[config.mk]
export PLATFORM = sky130hd
export DESIGN_NAME = lsu_top
export DESIGN_NICKNAME = d
export VERILOG_FILES = /design/src/common/lsu_pkg.sv /design/src/lsu_datapath/lsu_store_align.sv /design/src/lsu_datapath/lsu_load_extend.sv /design/src/lsu_trans_ctrl.sv /design/src/lsu_top.sv
export SDC_FILE = /design/constraint.sdc
export NUM_CORES = 1
export LEC_CHECK = 0
export BUFFER_PORTS_ARGS = -buffer_cell sky130_fd_sc_hd__buf_2
export CAP_MARGIN = 30
export CORE_UTILIZATION = 53
export CTS_CLUSTER_DIAMETER = 30
export DETAILED_ROUTE_END_ITERATION = 6
export PLACE_DENSITY = 0.87
export SYNTH_ARGS = -nofsm -noshare
export SYNTH_HDL_FRONTEND = slang
export SYNTH_SLANG_ARGS = --single-unit
export TNS_END_PERCENT = 10
[constraint.sdc]
create_clock -name clk -period 5 [get_ports clk]
set_clock_uncertainty 0.15 [all_clocks]
set_input_delay 1 -clock clk [delete_from_list [all_inputs] [get_ports clk]]
set_output_delay 1 -clock clk [all_outputs]
set_load 0.01 [all_outputs]
[src/common/lsu_pkg.sv]
`default_nettype none

package lsu_pkg;

  ////////////////////////////////////////////////////////////////////////////
  // vector types with a meaning
  ////////////////////////////////////////////////////////////////////////////

  typedef logic [31:0] word_t;      // data or address word
  typedef logic [3:0]  be_t;        // one enable bit per byte lane
  typedef logic [1:0]  byte_off_t;  // byte position inside a word
  typedef logic [1:0]  data_type_t; // access size code
  typedef logic [1:0]  sign_ext_t;  // how a short load fills the upper bits
  typedef logic [1:0]  cnt_t;       // outstanding bus transactions

  ////////////////////////////////////////////////////////////////////////////
  // constants
  ////////////////////////////////////////////////////////////////////////////

  // bus may hold this many requests without a response
  localparam cnt_t LSU_DEPTH = 2'd2;

  // access size, 2'b11 decodes as byte as well
  localparam data_type_t TYPE_WORD = 2'b00;
  localparam data_type_t TYPE_HALF = 2'b01;
  localparam data_type_t TYPE_BYTE = 2'b10;

  // extension of half-word and byte loads
  localparam sign_ext_t EXT_ZERO = 2'b00; // upper bits cleared
  localparam sign_ext_t EXT_SIGN = 2'b01; // upper bits copy the msb
  localparam sign_ext_t EXT_ONES = 2'b10; // upper bits set

  ////////////////////////////////////////////////////////////////////////////
  // grouped signals
  ////////////////////////////////////////////////////////////////////////////

  // one request phase on the data bus
  typedef struct packed {
    word_t addr;  // word aligned in the second misaligned phase
    logic  we;    // 1 for a store
    be_t   be;    // active byte lanes
    word_t wdata; // store data, already rotated into its lanes
  } lsu_bus_req_t;

  // what a load needs to remember until its response arrives
  typedef struct packed {
    data_type_t data_type; // size of the access
    byte_off_t  offset;    // low address bits of the access
    sign_ext_t  sign_ext;  // fill code for short loads
    logic       we;        // stores return no data
  } lsu_wb_ctrl_t;

  // word 32, we 1, be 4, wdata 32 -> 69 bits per request
  // type 2, offset 2, ext 2, we 1 -> 7 bits per wb entry

endpackage

`default_nettype wire

[src/lsu_datapath/lsu_store_align.sv]
`timescale 1ns/1ps
`default_nettype none

module lsu_store_align (
  input  logic                 [31:0] addr_i,        // effective address
  input  lsu_pkg::data_type_t         data_type_i,
  input  lsu_pkg::byte_off_t          reg_offset_i,  // where the data sits in the register
  input  lsu_pkg::word_t              wdata_i,
  input  logic                        we_i,
  input  logic                        req_i,
  input  logic                        misaligned_ex_i, // second phase of a split access
  output lsu_pkg::lsu_bus_req_t       bus_req_o,
  output logic                        misaligned_o     // first phase needs a second one
);

  import lsu_pkg::*;

  byte_off_t addr_off;     // byte position of the access
  byte_off_t wdata_off;    // rotation amount for store data
  be_t       be;
  word_t     wdata_rot;

  assign addr_off = addr_i[1:0];

  ////////////////////////////////////////////////////////////////////////////
  // byte enables
  ////////////////////////////////////////////////////////////////////////////

  always_comb begin
    be = 4'b0000;
    case (data_type_i)
      TYPE_WORD: begin
        if (!misaligned_ex_i) begin
          be = 4'b1111 << addr_off;   // upper lanes from the offset on
        end else begin
          be = 4'b1111 >> (3'd4 - {1'b0, addr_off}); // lanes left over for the next word
        end
      end
      TYPE_HALF: begin
        if (!misaligned_ex_i) begin
          be = (addr_off == 2'd3) ? 4'b1000 : (4'b0011 << addr_off);
        end else begin
          be = 4'b0001;               // only offset 3 splits, one byte remains
        end
      end
      TYPE_BYTE, 2'b11: begin         // both upper codes are byte
        be = 4'b0001 << addr_off;
      end
      default: be = 4'b0000;
    endcase
  end

  // store data lands in the lane of the address, taken from the lane of the register
  assign wdata_off = addr_off - reg_offset_i;

  always_comb begin
    case (wdata_off)
      2'd0:    wdata_rot = wdata_i;
      2'd1:    wdata_rot = {wdata_i[23:0], wdata_i[31:24]};
      2'd2:    wdata_rot = {wdata_i[15:0], wdata_i[31:16]};
      default: wdata_rot = {wdata_i[7:0],  wdata_i[31:8]};
    endcase
  end

  ////////////////////////////////////////////////////////////////////////////
  // misalignment
  ////////////////////////////////////////////////////////////////////////////

  always_comb begin
    misaligned_o = 1'b0;
    if (req_i && !misaligned_ex_i) begin
      if (data_type_i == TYPE_WORD && addr_off != 2'd0) misaligned_o = 1'b1;
      if (data_type_i == TYPE_HALF && addr_off == 2'd3) misaligned_o = 1'b1;
    end
  end

  // second phase always starts at lane 0 of the next word
  assign bus_req_o.addr  = misaligned_ex_i ? {addr_i[31:2], 2'b00} : addr_i;
  assign bus_req_o.we    = we_i;
  assign bus_req_o.be    = be;
  assign bus_req_o.wdata = wdata_rot;

endmodule

`default_nettype wire

[src/lsu_datapath/lsu_load_extend.sv]
`timescale 1ns/1ps
`default_nettype none

module lsu_load_extend (
  input  logic                  clk,
  input  logic                  rst_n,
  input  logic                  ctrl_update_i, // ex hands its access to wb
  input  lsu_pkg::lsu_wb_ctrl_t wb_ctrl_i,
  input  logic                  rvalid_i,      // response from the bus
  input  lsu_pkg::word_t        rdata_i,
  input  logic                  misaligned_i,  // some phase of a split access is active
  output lsu_pkg::word_t        rdata_o        // load result to the register file
);

  import lsu_pkg::*;

  lsu_wb_ctrl_t wb_q;     // control of the access now waiting for data
  word_t        rdata_q;  // first half of a split load, else last result
  word_t        rdata_w;  // word result, joined for split words
  logic [15:0]  half_sel; // selected half-word before extension
  logic [7:0]   byte_sel; // selected byte before extension
  word_t        rdata_ext;

  // fill the upper bits of a half-word or byte by the extension code
  function automatic word_t extend(input logic [15:0] val, input logic is_half,
                                   input sign_ext_t code);
    logic msb;
    logic fill;
    msb = is_half ? val[15] : val[7];
    case (code)
      EXT_ZERO: fill = 1'b0;
      EXT_ONES: fill = 1'b1;
      EXT_SIGN: fill = msb;
      default:  fill = msb;   // spare code behaves like sign
    endcase
    return is_half ? {{16{fill}}, val} : {{24{fill}}, val[7:0]};
  endfunction

  always_ff @(posedge clk or negedge rst_n) begin
    if (!rst_n) begin
      wb_q <= '0;
    end else if (ctrl_update_i) begin
      wb_q <= wb_ctrl_i;     // request accepted, wait for rvalid in wb
    end
  end

  ////////////////////////////////////////////////////////////////////////////
  // realignment
  ////////////////////////////////////////////////////////////////////////////

  // split words take their low bytes from the held first response
  always_comb begin
    case (wb_q.offset)
      2'd0:    rdata_w = rdata_i;
      2'd1:    rdata_w = {rdata_i[7:0],  rdata_q[31:8]};
      2'd2:    rdata_w = {rdata_i[15:0], rdata_q[31:16]};
      default: rdata_w = {rdata_i[23:0], rdata_q[31:24]};
    endcase
  end

  always_comb begin
    case (wb_q.offset)
      2'd0:    half_sel = rdata_i[15:0];
      2'd1:    half_sel = rdata_i[23:8];
      2'd2:    half_sel = rdata_i[31:16];
      default: half_sel = {rdata_i[7:0], rdata_q[31:24]}; // crosses the word boundary
    endcase
  end

  assign byte_sel = rdata_i[{wb_q.offset, 3'b000} +: 8];

  always_comb begin
    case (wb_q.data_type)
      TYPE_WORD:        rdata_ext = rdata_w;
      TYPE_HALF:        rdata_ext = extend(half_sel, 1'b1, wb_q.sign_ext);
      TYPE_BYTE, 2'b11: rdata_ext = extend({8'h00, byte_sel}, 1'b0, wb_q.sign_ext);
      default:          rdata_ext = rdata_w;
    endcase
  end

  ////////////////////////////////////////////////////////////////////////////
  // hold register
  ////////////////////////////////////////////////////////////////////////////

  always_ff @(posedge clk or negedge rst_n) begin
    if (!rst_n) begin
      rdata_q <= '0;
    end else if (rvalid_i && !wb_q.we) begin
      if (misaligned_i) begin
        rdata_q <= rdata_i;    // raw first half, joined on the next response
      end else begin
        rdata_q <= rdata_ext;  // keep the final value for a stalled wb
      end
    end
  end

  // live on the response cycle, held afterwards
  assign rdata_o = rvalid_i ? rdata_ext : rdata_q;

endmodule

`default_nettype wire

[src/lsu_trans_ctrl.sv]
`timescale 1ns/1ps
`default_nettype none

module lsu_trans_ctrl (
  input  logic clk,
  input  logic rst_n,
  input  logic req_i,         // ex stage request
  input  logic gnt_i,         // bus accepted the request
  input  logic rvalid_i,      // bus response for the oldest request
  output logic trans_valid_o, // drive the request onto the bus
  output logic ctrl_update_o, // wb registers take the ex control
  output logic ready_ex_o,    // ex may advance
  output logic ready_wb_o,    // wb may advance
  output logic busy_o         // something in flight or about to be
);

  import lsu_pkg::*;

  cnt_t cnt_q;      // outstanding transactions
  cnt_t cnt_d;
  logic count_up;   // accepted request this cycle
  logic count_down; // response this cycle

  // only issue while the bus has room, no path from rvalid to request
  assign trans_valid_o = req_i && (cnt_q < LSU_DEPTH);

  assign count_up   = trans_valid_o && gnt_i;
  assign count_down = rvalid_i;

  always_comb begin
    unique case ({count_up, count_down})
      2'b10:   cnt_d = cnt_q + 2'd1;
      2'b01:   cnt_d = cnt_q - 2'd1;
      default: cnt_d = cnt_q;   // idle, or one in and one out
    endcase
  end

  always_ff @(posedge clk or negedge rst_n) begin
    if (!rst_n) begin
      cnt_q <= '0;
    end else begin
      cnt_q <= cnt_d;
    end
  end

  ////////////////////////////////////////////////////////////////////////////
  // ready signals
  ////////////////////////////////////////////////////////////////////////////

  // wb is free when empty, otherwise when its response shows up
  assign ready_wb_o = (cnt_q == '0) ? 1'b1 : rvalid_i;

  // ex moves once its request is accepted and wb can follow in lock step
  always_comb begin
    if (!req_i) begin
      ready_ex_o = 1'b1;                // nothing to hand over
    end else if (cnt_q == 2'd0) begin
      ready_ex_o = count_up;            // wb empty, accept is enough
    end else if (cnt_q == 2'd1) begin
      ready_ex_o = count_up && rvalid_i; // wb drains as ex enters
    end else begin
      ready_ex_o = rvalid_i;            // full, no new accept possible
    end
  end

  assign ctrl_update_o = ready_ex_o && req_i;

  assign busy_o = (cnt_q != '0) || trans_valid_o;

endmodule

`default_nettype wire

[src/lsu_top.sv]
`timescale 1ns/1ps
`default_nettype none

module lsu_top (
  input  logic                   clk,
  input  logic                   rst_n,

  // ex stage
  input  logic                   data_req_ex_i,        // ex wants a load or store
  input  logic                   data_we_ex_i,         // 1 for store
  input  lsu_pkg::data_type_t    data_type_ex_i,       // word, half-word or byte
  input  lsu_pkg::sign_ext_t     data_sign_ext_ex_i,   // fill code for short loads
  input  lsu_pkg::word_t         data_wdata_ex_i,      // store data from the rf
  input  lsu_pkg::byte_off_t     data_reg_offset_ex_i, // byte offset inside the register
  input  lsu_pkg::word_t         operand_a_ex_i,       // base
  input  lsu_pkg::word_t         operand_b_ex_i,       // offset
  input  logic                   addr_useincr_ex_i,    // a + b, else just a
  input  logic                   data_misaligned_ex_i, // second phase of a split access

  // back to ex and the controller
  output lsu_pkg::word_t         data_rdata_ex_o,
  output logic                   data_misaligned_o,
  output logic                   lsu_ready_ex_o,
  output logic                   lsu_ready_wb_o,
  output logic                   busy_o,

  // data bus
  output logic                   data_req_o,
  input  logic                   data_gnt_i,
  output lsu_pkg::word_t         data_addr_o,
  output logic                   data_we_o,
  output lsu_pkg::be_t           data_be_o,
  output lsu_pkg::word_t         data_wdata_o,
  input  logic                   data_rvalid_i,
  input  lsu_pkg::word_t         data_rdata_i
);

  import lsu_pkg::*;

  word_t        addr_eff;    // effective address before phase alignment
  lsu_bus_req_t bus_req;     // request fields built by the store path
  lsu_wb_ctrl_t wb_ctrl;     // what the wb registers take on update
  logic         trans_valid; // request may go out this cycle
  logic         ctrl_update; // ex moves into wb

  // address generation
  assign addr_eff = addr_useincr_ex_i ? (operand_a_ex_i + operand_b_ex_i) : operand_a_ex_i;

  assign wb_ctrl = '{
    data_type: data_type_ex_i,
    offset:    addr_eff[1:0],
    sign_ext:  data_sign_ext_ex_i,
    we:        data_we_ex_i
  };

  lsu_store_align u_store_align (
    .addr_i          (addr_eff),
    .data_type_i     (data_type_ex_i),
    .reg_offset_i    (data_reg_offset_ex_i),
    .wdata_i         (data_wdata_ex_i),
    .we_i            (data_we_ex_i),
    .req_i           (data_req_ex_i),
    .misaligned_ex_i (data_misaligned_ex_i),
    .bus_req_o       (bus_req),
    .misaligned_o    (data_misaligned_o)
  );

  lsu_trans_ctrl u_trans_ctrl (
    .clk           (clk),
    .rst_n         (rst_n),
    .req_i         (data_req_ex_i),
    .gnt_i         (data_gnt_i),       // grant is the accept
    .rvalid_i      (data_rvalid_i),
    .trans_valid_o (trans_valid),
    .ctrl_update_o (ctrl_update),
    .ready_ex_o    (lsu_ready_ex_o),
    .ready_wb_o    (lsu_ready_wb_o),
    .busy_o        (busy_o)
  );

  lsu_load_extend u_load_extend (
    .clk           (clk),
    .rst_n         (rst_n),
    .ctrl_update_i (ctrl_update),
    .wb_ctrl_i     (wb_ctrl),
    .rvalid_i      (data_rvalid_i),
    .rdata_i       (data_rdata_i),
    .misaligned_i  (data_misaligned_ex_i | data_misaligned_o), // either phase of a split
    .rdata_o       (data_rdata_ex_o)
  );

  ////////////////////////////////////////////////////////////////////////////
  // bus side, fields stay stable while trans_valid waits for grant
  ////////////////////////////////////////////////////////////////////////////

  assign data_req_o   = trans_valid;
  assign data_addr_o  = bus_req.addr;
  assign data_we_o    = bus_req.we;
  assign data_be_o    = bus_req.be;
  assign data_wdata_o = bus_req.wdata;

endmodule

`default_nettype wire

### Yosys cells after proc, flatten, opt, wreduce, memory -nomap -nowiden

Cells that the tools add are included.

| word-level totals | value |
|---|---|
| flip-flop bits (word level) | 41 |
| bits of input ports | 142 |

| operators by class | value |
|---|---|
| add/subtract/negate cells | 5 |
| order comparisons | 1 |
| equal/unequal tests | 15 |
| shifts and indexed selects | 5 |
| mux-type cells | 22 |
| bitwise operators | 1 |
| reductions and logical operators | 22 |

Operators with widths:

| kind | count |
|---|---|
| 32-bit one-hot mux with 3 select lines | 3 |
| 32-bit two-way mux | 3 |
| 16-bit one-hot mux with 3 select lines | 1 |
| 32-bit adder | 1 |
| 32-bit by 6-bit variable part select with 8-bit output | 1 |
| 2-bit equality test, second input constant | 9 |
| 2-bit by 1-bit equality test with 1-bit output, second input constant | 6 |
| 2-bit logical NOT | 6 |
| 4-bit two-way mux | 3 |
| 4-bit one-hot mux with 3 select lines | 1 |
| 1-bit logical AND | 8 |
| 1-bit two-way mux | 7 |
| 2-bit nonzero test | 3 |
| 1-bit one-hot mux with 2 select lines | 2 |
| 2-bit one-hot mux with 2 select lines | 1 |
| 2-bit OR reduction | 2 |
| 1-bit by 2-bit << shifter with 4-bit output, first input constant | 1 |
| 2-bit by 2-bit << shifter with 4-bit output, first input constant | 1 |
| 4-bit by 2-bit << shifter with 4-bit output, first input constant | 1 |
| 4-bit by 3-bit right shift with 4-bit output, first input constant | 1 |
| 3-bit by 2-bit subtractor with 3-bit output, first input constant | 1 |
| 2-bit by 1-bit adder with 2-bit output, second input constant | 1 |
| 1-bit logical NOT | 2 |
| 2-bit less-than comparator, second input constant | 1 |
| 5 further kinds | 5 |

### Depth between registers and ports, before layout

| depth | value |
|---|---|
| depth after elaboration | 9 |
| mapped depth | 14 |
| depth with buffers taken out | 13 |

### By module

From an unflattened synthesis, not the netlist that was laid out.

| second synthesis, totals | value |
|---|---|
| cells, all modules | 965 |
| area, all modules | 7485.9 sq um |

By module, submodules not included:

| module | instances | cells each | area an instance (sq um) |
|---|---|---|---|
| lsu_load_extend | 1 | 482 | 3880.0 |
| lsu_top | 1 | 322 | 2238.4 |
| lsu_store_align | 1 | 140 | 1192.4 |
| lsu_trans_ctrl | 1 | 21 | 175.2 |

### Worst setup path after synthesis

No wires, ideal clock.

| timing path | value |
|---|---|
| kind | input -> output |
| from | input operand_a_ex_i[0] |
| to | output data_addr_o[28] |
| arrival time | 3.222 ns |
| required time | 3.850 ns |
| path slack | 0.628 ns |
| stages on the path | 11 |
| cell sequence | ha_1 -> inv_1 -> fa_1 -> and2b_1 -> o2111ai_2 -> a21o_1 -> a211o_1 -> a211o_1 -> and3_4 -> o31ai_2 -> buf_4 |

| between the ends | value |
|---|---|
| longest elaborated chain between the ends | 2 |

Ends and longest elaborated chain:

| item | RTL line | source |
|---|---|---|
| start, declared | lsu_top.sv:15 | `input lsu_pkg::word_t operand_a_ex_i,` |
| 32-bit adder | lsu_top.sv:47 | `assign addr_eff = addr_useincr_ex_i ? (operand_a_ex_i + operand_b_ex_i) : operand_a_ex_i;` |
| 32-bit two-way mux | lsu_top.sv:47 |  |
| end, declared | lsu_top.sv:30 | `output lsu_pkg::word_t data_addr_o,` |

No other way between the ends.

### Final worst setup path

Ends and elaborated chain as after synthesis.

==> impl_metrics.prom <==
# TYPE chip_impl_metric gauge
chip_impl_metric{name="num_io_pins",unit=""} 248
chip_impl_metric{name="dpl.hpwl",unit="µm"} 17000
chip_impl_metric{name="synth_seq_cells",unit=""} 41
chip_impl_metric{name="ctsResizeCount",unit=""} 0
chip_impl_metric{name="mappedNetlistNets",unit=""} 1111
chip_impl_metric{name="netlist-cell-type-count",unit=""} 76
chip_impl_metric{name="layout-area-overhead-vs-synth",unit="%"} 17.5
chip_impl_metric{name="final_period_demand_of_the_worst_path",unit="ns"} 4.73
chip_impl_metric{name="layout-drive-gt1-share",unit="%"} 32.1
chip_impl_metric{name="detail_route.vias_per_cell",unit=""} 6.26
chip_impl_metric{name="maximum_number_of_pins_on_one_net_before_global_route_repair",unit=""} 65
chip_impl_metric{name="placed_area",unit="mm²"} 0.00826
chip_impl_metric{name="grt_remaining_overflow",unit=""} 0
chip_impl_metric{name="detail-route-antenna-nets",unit=""} 0
chip_impl_info{name="r2r-start",value="u_load_extend.wb_q[3]"} 1
chip_impl_metric{name="layout.area.seq",unit="mm²"} 0.00103
chip_impl_info{name="r2r_end",value="u_load_extend.rdata_q[19]"} 1
chip_impl_metric{name="routedWlPerCell",unit="µm"} 17.7
chip_impl_metric{name="switching_share",unit="%"} 49.6
chip_impl_info{name="worstSetupStartpointType",value="input pin"} 1
chip_impl_metric{name="synthDominantCellAreaShare",unit="%"} 14.2
chip_impl_metric{name="worst_ep_arrival_time",unit="ns"} 3.58
chip_impl_metric{name="final_max_slew_viol_count",unit=""} 0
chip_impl_info{name="ctsRootBufferMaster",value="sky130_fd_sc_hd__clkbuf_16"} 1
chip_impl_metric{name="cts_hold_buf",unit=""} 0
chip_impl_metric{name="first_global_vias",unit=""} 7505
chip_impl_info{name="grt_most_used_layer",value="met2"} 1
chip_impl_info{name="cp-end-kind",value="output port"} 1
chip_impl_metric{name="clock_tree.buffer_depth",unit=""} 2
chip_impl_metric{name="drc_errors",unit=""} 0
chip_impl_metric{name="instance_count_along_the_most_critical_hold_path",unit=""} 2
chip_impl_metric{name="setup_tns",unit="ns"} 0
chip_impl_metric{name="clock_sink_count",unit=""} 41
chip_impl_metric{name="post-route-cell-area",unit="mm²"} 0.00847
chip_impl_info{name="outcome",value="complete, no violations"} 1
chip_impl_metric{name="global_route.usage.met1",unit="%"} 40.1
chip_impl_metric{name="htreeDepth",unit=""} 2
chip_impl_metric{name="synth_area",unit="mm²"} 0.00721
chip_impl_metric{name="max_cap_viol_count",unit=""} 0
chip_impl_metric{name="drtPass1Iterations",unit=""} 6
chip_impl_info{name="ys.flop_type",value="sky130_fd_sc_hd__dfrtp_1"} 1
chip_impl_metric{name="yosysWarningCount",unit=""} 0
chip_impl_info{name="timing.critical_path.from",value="operand_a_ex_i[0]"} 1
chip_impl_info{name="yosys.area.top_type",value="sky130_fd_sc_hd__dfrtp_1"} 1
chip_impl_metric{name="max_freq",unit="MHz"} 212
chip_impl_metric{name="hold_violation_total_from_the_final_report",unit=""} 0
chip_impl_metric{name="multi_input_area",unit="mm²"} 0.00555
chip_impl_metric{name="number_of_flops_mapped_to_enable_cells_by_yosys",unit=""} 0
chip_impl_metric{name="sequential_share_of_power",unit="%"} 20.1
chip_impl_metric{name="grtUsageTotal",unit="%"} 31.6
chip_impl_metric{name="synthesis.instances",unit=""} 925
chip_impl_metric{name="share_clk_of_total_power",unit="%"} 10.1
chip_impl_metric{name="finalNetCount",unit=""} 1282
chip_impl_metric{name="placedCellCount",unit=""} 1264
chip_impl_metric{name="netSwitchingPower",unit="mW"} 1.91
chip_impl_metric{name="worst_slew_margin_rel",unit="%"} 35.5
chip_impl_metric{name="syn_area_per_cell",unit="µm²"} 7.79
chip_impl_metric{name="wl",unit="µm"} 22600
chip_impl_metric{name="grt_util_met2",unit="%"} 50.6
chip_impl_metric{name="seq_area_frac_synth",unit="%"} 14.2
chip_impl_info{name="hold_path.class",value="reg2reg"} 1
chip_impl_metric{name="worst_ep_required_time",unit="ns"} 3.85
chip_impl_metric{name="clk_transition_reported_paths",unit="ns"} 0.06
chip_impl_metric{name="p_per_area",unit="mW/mm²"} 454
chip_impl_metric{name="initial_antenna_violation_count",unit=""} 4
chip_impl_metric{name="grt_first_pass_wirelength",unit="µm"} 36300
chip_impl_metric{name="placeableCoreArea",unit="mm²"} 0.0132
chip_impl_metric{name="fin_crit_sh",unit="%"} 94.5
chip_impl_metric{name="die_w",unit="µm"} 119
chip_impl_metric{name="die-area",unit="mm²"} 0.0141
chip_impl_info{name="setup.worst_path.end",value="data_addr_o[28]"} 1
chip_impl_metric{name="number_of_violations_reported_at_the_end_of_detailed_routing_iteration_0",unit=""} 895
chip_impl_metric{name="die_outline_height",unit="µm"} 119
chip_impl_metric{name="globalplace.congestion",unit=""} 0.974
chip_impl_info{name="synth.area.top_cells",value="sky130_fd_sc_hd__dfrtp_1 (14%), sky130_fd_sc_hd__mux2i_1 (12%), sky130_fd_sc_hd__a21oi_1 (7.6%)"} 1
chip_impl_info{name="setup_repair_after_global_routing_missed_its_margin",value="false"} 1
chip_impl_metric{name="synth-async-reset-ratio",unit="%"} 100
chip_impl_metric{name="hold_slack",unit="ns"} 0.332
chip_impl_metric{name="cts.repair_timing.setup_buffer_count",unit=""} 0
chip_impl_metric{name="stdcell_count",unit=""} 1276
chip_impl_metric{name="clk_latency",unit="ns"} 0.29
chip_impl_metric{name="total_of_endpoints_with_negative_setup_slack_in_the_final_report",unit=""} 0
chip_impl_metric{name="routed-via-count",unit=""} 7991
chip_impl_metric{name="critical_path.max_fanout",unit=""} 3
chip_impl_metric{name="initial_core_util",unit="%"} 54.4
chip_impl_info{name="tritoncts_clock_tree",value="yes"} 1
chip_impl_metric{name="port_buffers",unit=""} 247
chip_impl_metric{name="cts_buffer_count",unit=""} 5
chip_impl_metric{name="r2r_cells",unit=""} 8
chip_impl_metric{name="static-leakage-power",unit="nW"} 4.17
chip_impl_metric{name="rrSetupSlack",unit="ns"} 2.13
chip_impl_metric{name="vdd_drop_max",unit="mV"} 0.235
chip_impl_metric{name="worst_pin_slew",unit="ns"} 0.964
chip_impl_metric{name="rows",unit=""} 42
chip_impl_metric{name="globalRouteMet3Util",unit="%"} 4.34
chip_impl_metric{name="combPwrFrac",unit="%"} 69.7
chip_impl_metric{name="fill_cells",unit=""} 1166
chip_impl_metric{name="internal-power",unit="mW"} 1.94
chip_impl_info{name="critical_path_class",value="in2out"} 1
-- cell families (layout without fill, tap and decap cells) --
family / count (synthesis) / count (layout) / share of synthesized area [%]
adder cells (fa/ha/maj): 44 / 44 / 7.74
multiplexers: 139 / 139 / 22.9
flip-flops: 41 / 41 / 14.2
XOR/XNOR: 27 / 27 / 3.49
AND/OR/NAND/NOR: 240 / 240 / 15.1
buffers and inverters: 128 / 300 / 8.91
other: 0 / 3 / 0
AO/OA/AOI/OAI: 306 / 306 / 27.6
-- how the worst min path moves through the flow --
| stage | from | end |
|---|---|---|
| 2_1_floorplan | u_load_extend.rdata_q[1] | u_load_extend.rdata_q[1] |
| 3_3_place_gp | u_load_extend.rdata_q[5] | u_load_extend.rdata_q[5] |
| 3_5_place_dp | u_load_extend.rdata_q[1] | u_load_extend.rdata_q[1] |
| 4_1_cts | u_load_extend.rdata_q[6] | u_load_extend.rdata_q[6] |
| 5_1_grt | u_load_extend.rdata_q[1] | u_load_extend.rdata_q[1] |
| 6_report | u_load_extend.rdata_q[6] | u_load_extend.rdata_q[6] |
-- metrics by stage --
step	power [mW]	util (%)	worst slack [ns]
3_3_place_gp	3.33	62.3	0.268
5_1_grt	4.14	63.9	0.166
6_report	3.85	63.9	0.273
3_5_place_dp	3.39	62.4	0.301
2_1_floorplan	2.68	-	0.628
4_1_cts	3.81	63.7	0.289
-- sequential cells by signal, summed over array words and instances (netlist names) --
register               cells
u_load_extend.wb_q         7
u_trans_ctrl.cnt_q         2
u_load_extend.rdata_q     32
-- cell usage in the layout, fill, tap and decap left out, types with 6 or more instances in the layout --
cell type / instances
sky130_fd_sc_hd__mux2_2: 37
sky130_fd_sc_hd__a21o_1: 39
sky130_fd_sc_hd__buf_4: 15
sky130_fd_sc_hd__nor3_1: 8
sky130_fd_sc_hd__mux2i_1: 85
sky130_fd_sc_hd__buf_2: 247
sky130_fd_sc_hd__o21ai_1: 7
sky130_fd_sc_hd__o211ai_1: 7
sky130_fd_sc_hd__nor2_1: 99
sky130_fd_sc_hd__mux4_2: 17
sky130_fd_sc_hd__o21ai_0: 49
sky130_fd_sc_hd__ha_1: 43
sky130_fd_sc_hd__o21a_1: 9
sky130_fd_sc_hd__nand2_1: 73
sky130_fd_sc_hd__a21oi_1: 110
sky130_fd_sc_hd__inv_1: 27
sky130_fd_sc_hd__nand3_1: 14
sky130_fd_sc_hd__nand3b_1: 7
sky130_fd_sc_hd__dfrtp_1: 39
sky130_fd_sc_hd__nor2b_1: 6
sky130_fd_sc_hd__nand4_1: 7
sky130_fd_sc_hd__xnor2_1: 21
sky130_fd_sc_hd__a31oi_1: 7
sky130_fd_sc_hd__a211oi_1: 24
-- layer usage --
layer | vias up | routed length [µm]
met4 | 0 | 1330
met2 | 482 | 10500
met3 | 94 | 1860
met5 | - | 0
li1 | 3722 | -
met1 | 3693 | 8910
-- power groups by stage --
stage / Combinational [mW] / Sequential, mW / Clock [mW]
CTS: 2.65 / 0.762 / 0.396
floorplan: 2.08 / 0.603 / 0
detailed placement: 2.63 / 0.765 / 0
global placement: 2.58 / 0.753 / 0
global route: 2.93 / 0.803 / 0.409
finish: 2.68 / 0.774 / 0.389
-- critical path: stages --
cell,delay [ns]
sky130_fd_sc_hd__buf_2,0.10
sky130_fd_sc_hd__ha_1,0.18
sky130_fd_sc_hd__inv_1,0.07
sky130_fd_sc_hd__fa_1,0.40
sky130_fd_sc_hd__and2b_1,0.25
sky130_fd_sc_hd__o2111ai_2,0.14
sky130_fd_sc_hd__a21o_1,0.22
sky130_fd_sc_hd__a211o_1,0.32
sky130_fd_sc_hd__a211o_1,0.34
sky130_fd_sc_hd__and3_4,0.19
sky130_fd_sc_hd__o31ai_2,0.20
sky130_fd_sc_hd__buf_2,0.16
-- layout make-up --
type                            instances  area share [%]
Clock buffer                            6            1.64
Clock inverter                          2           0.443
Sequential cell                        41            12.1
Multi-Input combinational cell        756            65.5
Timing Repair Buffer                  264            16.3
Antenna cell                            3          0.0887
Inverter                               28            1.24
Tap cell                              176            2.60
-- Yosys cell counts, drive strengths merged (5+ instances only) --
| library cell | n |
|---|---|
| clkbuf | 38 |
| nand4 | 7 |
| nand3b | 7 |
| o21a | 10 |
| o21ai | 58 |
| nand3 | 14 |
| a21o | 39 |
| buf | 62 |
| o211ai | 8 |
| a21oi | 110 |
| nand2 | 73 |
| and3 | 5 |
| dfrtp | 41 |
| mux4 | 17 |
| nor3 | 10 |
| xor2 | 5 |
| inv | 28 |
| a211o | 5 |
| mux2i | 85 |
| a31oi | 8 |
| nor2b | 6 |
| a211oi | 29 |
| o221ai | 5 |
| nor2 | 99 |
| nand2b | 6 |
| ha | 43 |
| xnor2 | 22 |
| mux2 | 37 |
(Power assumes the default switching activity.)
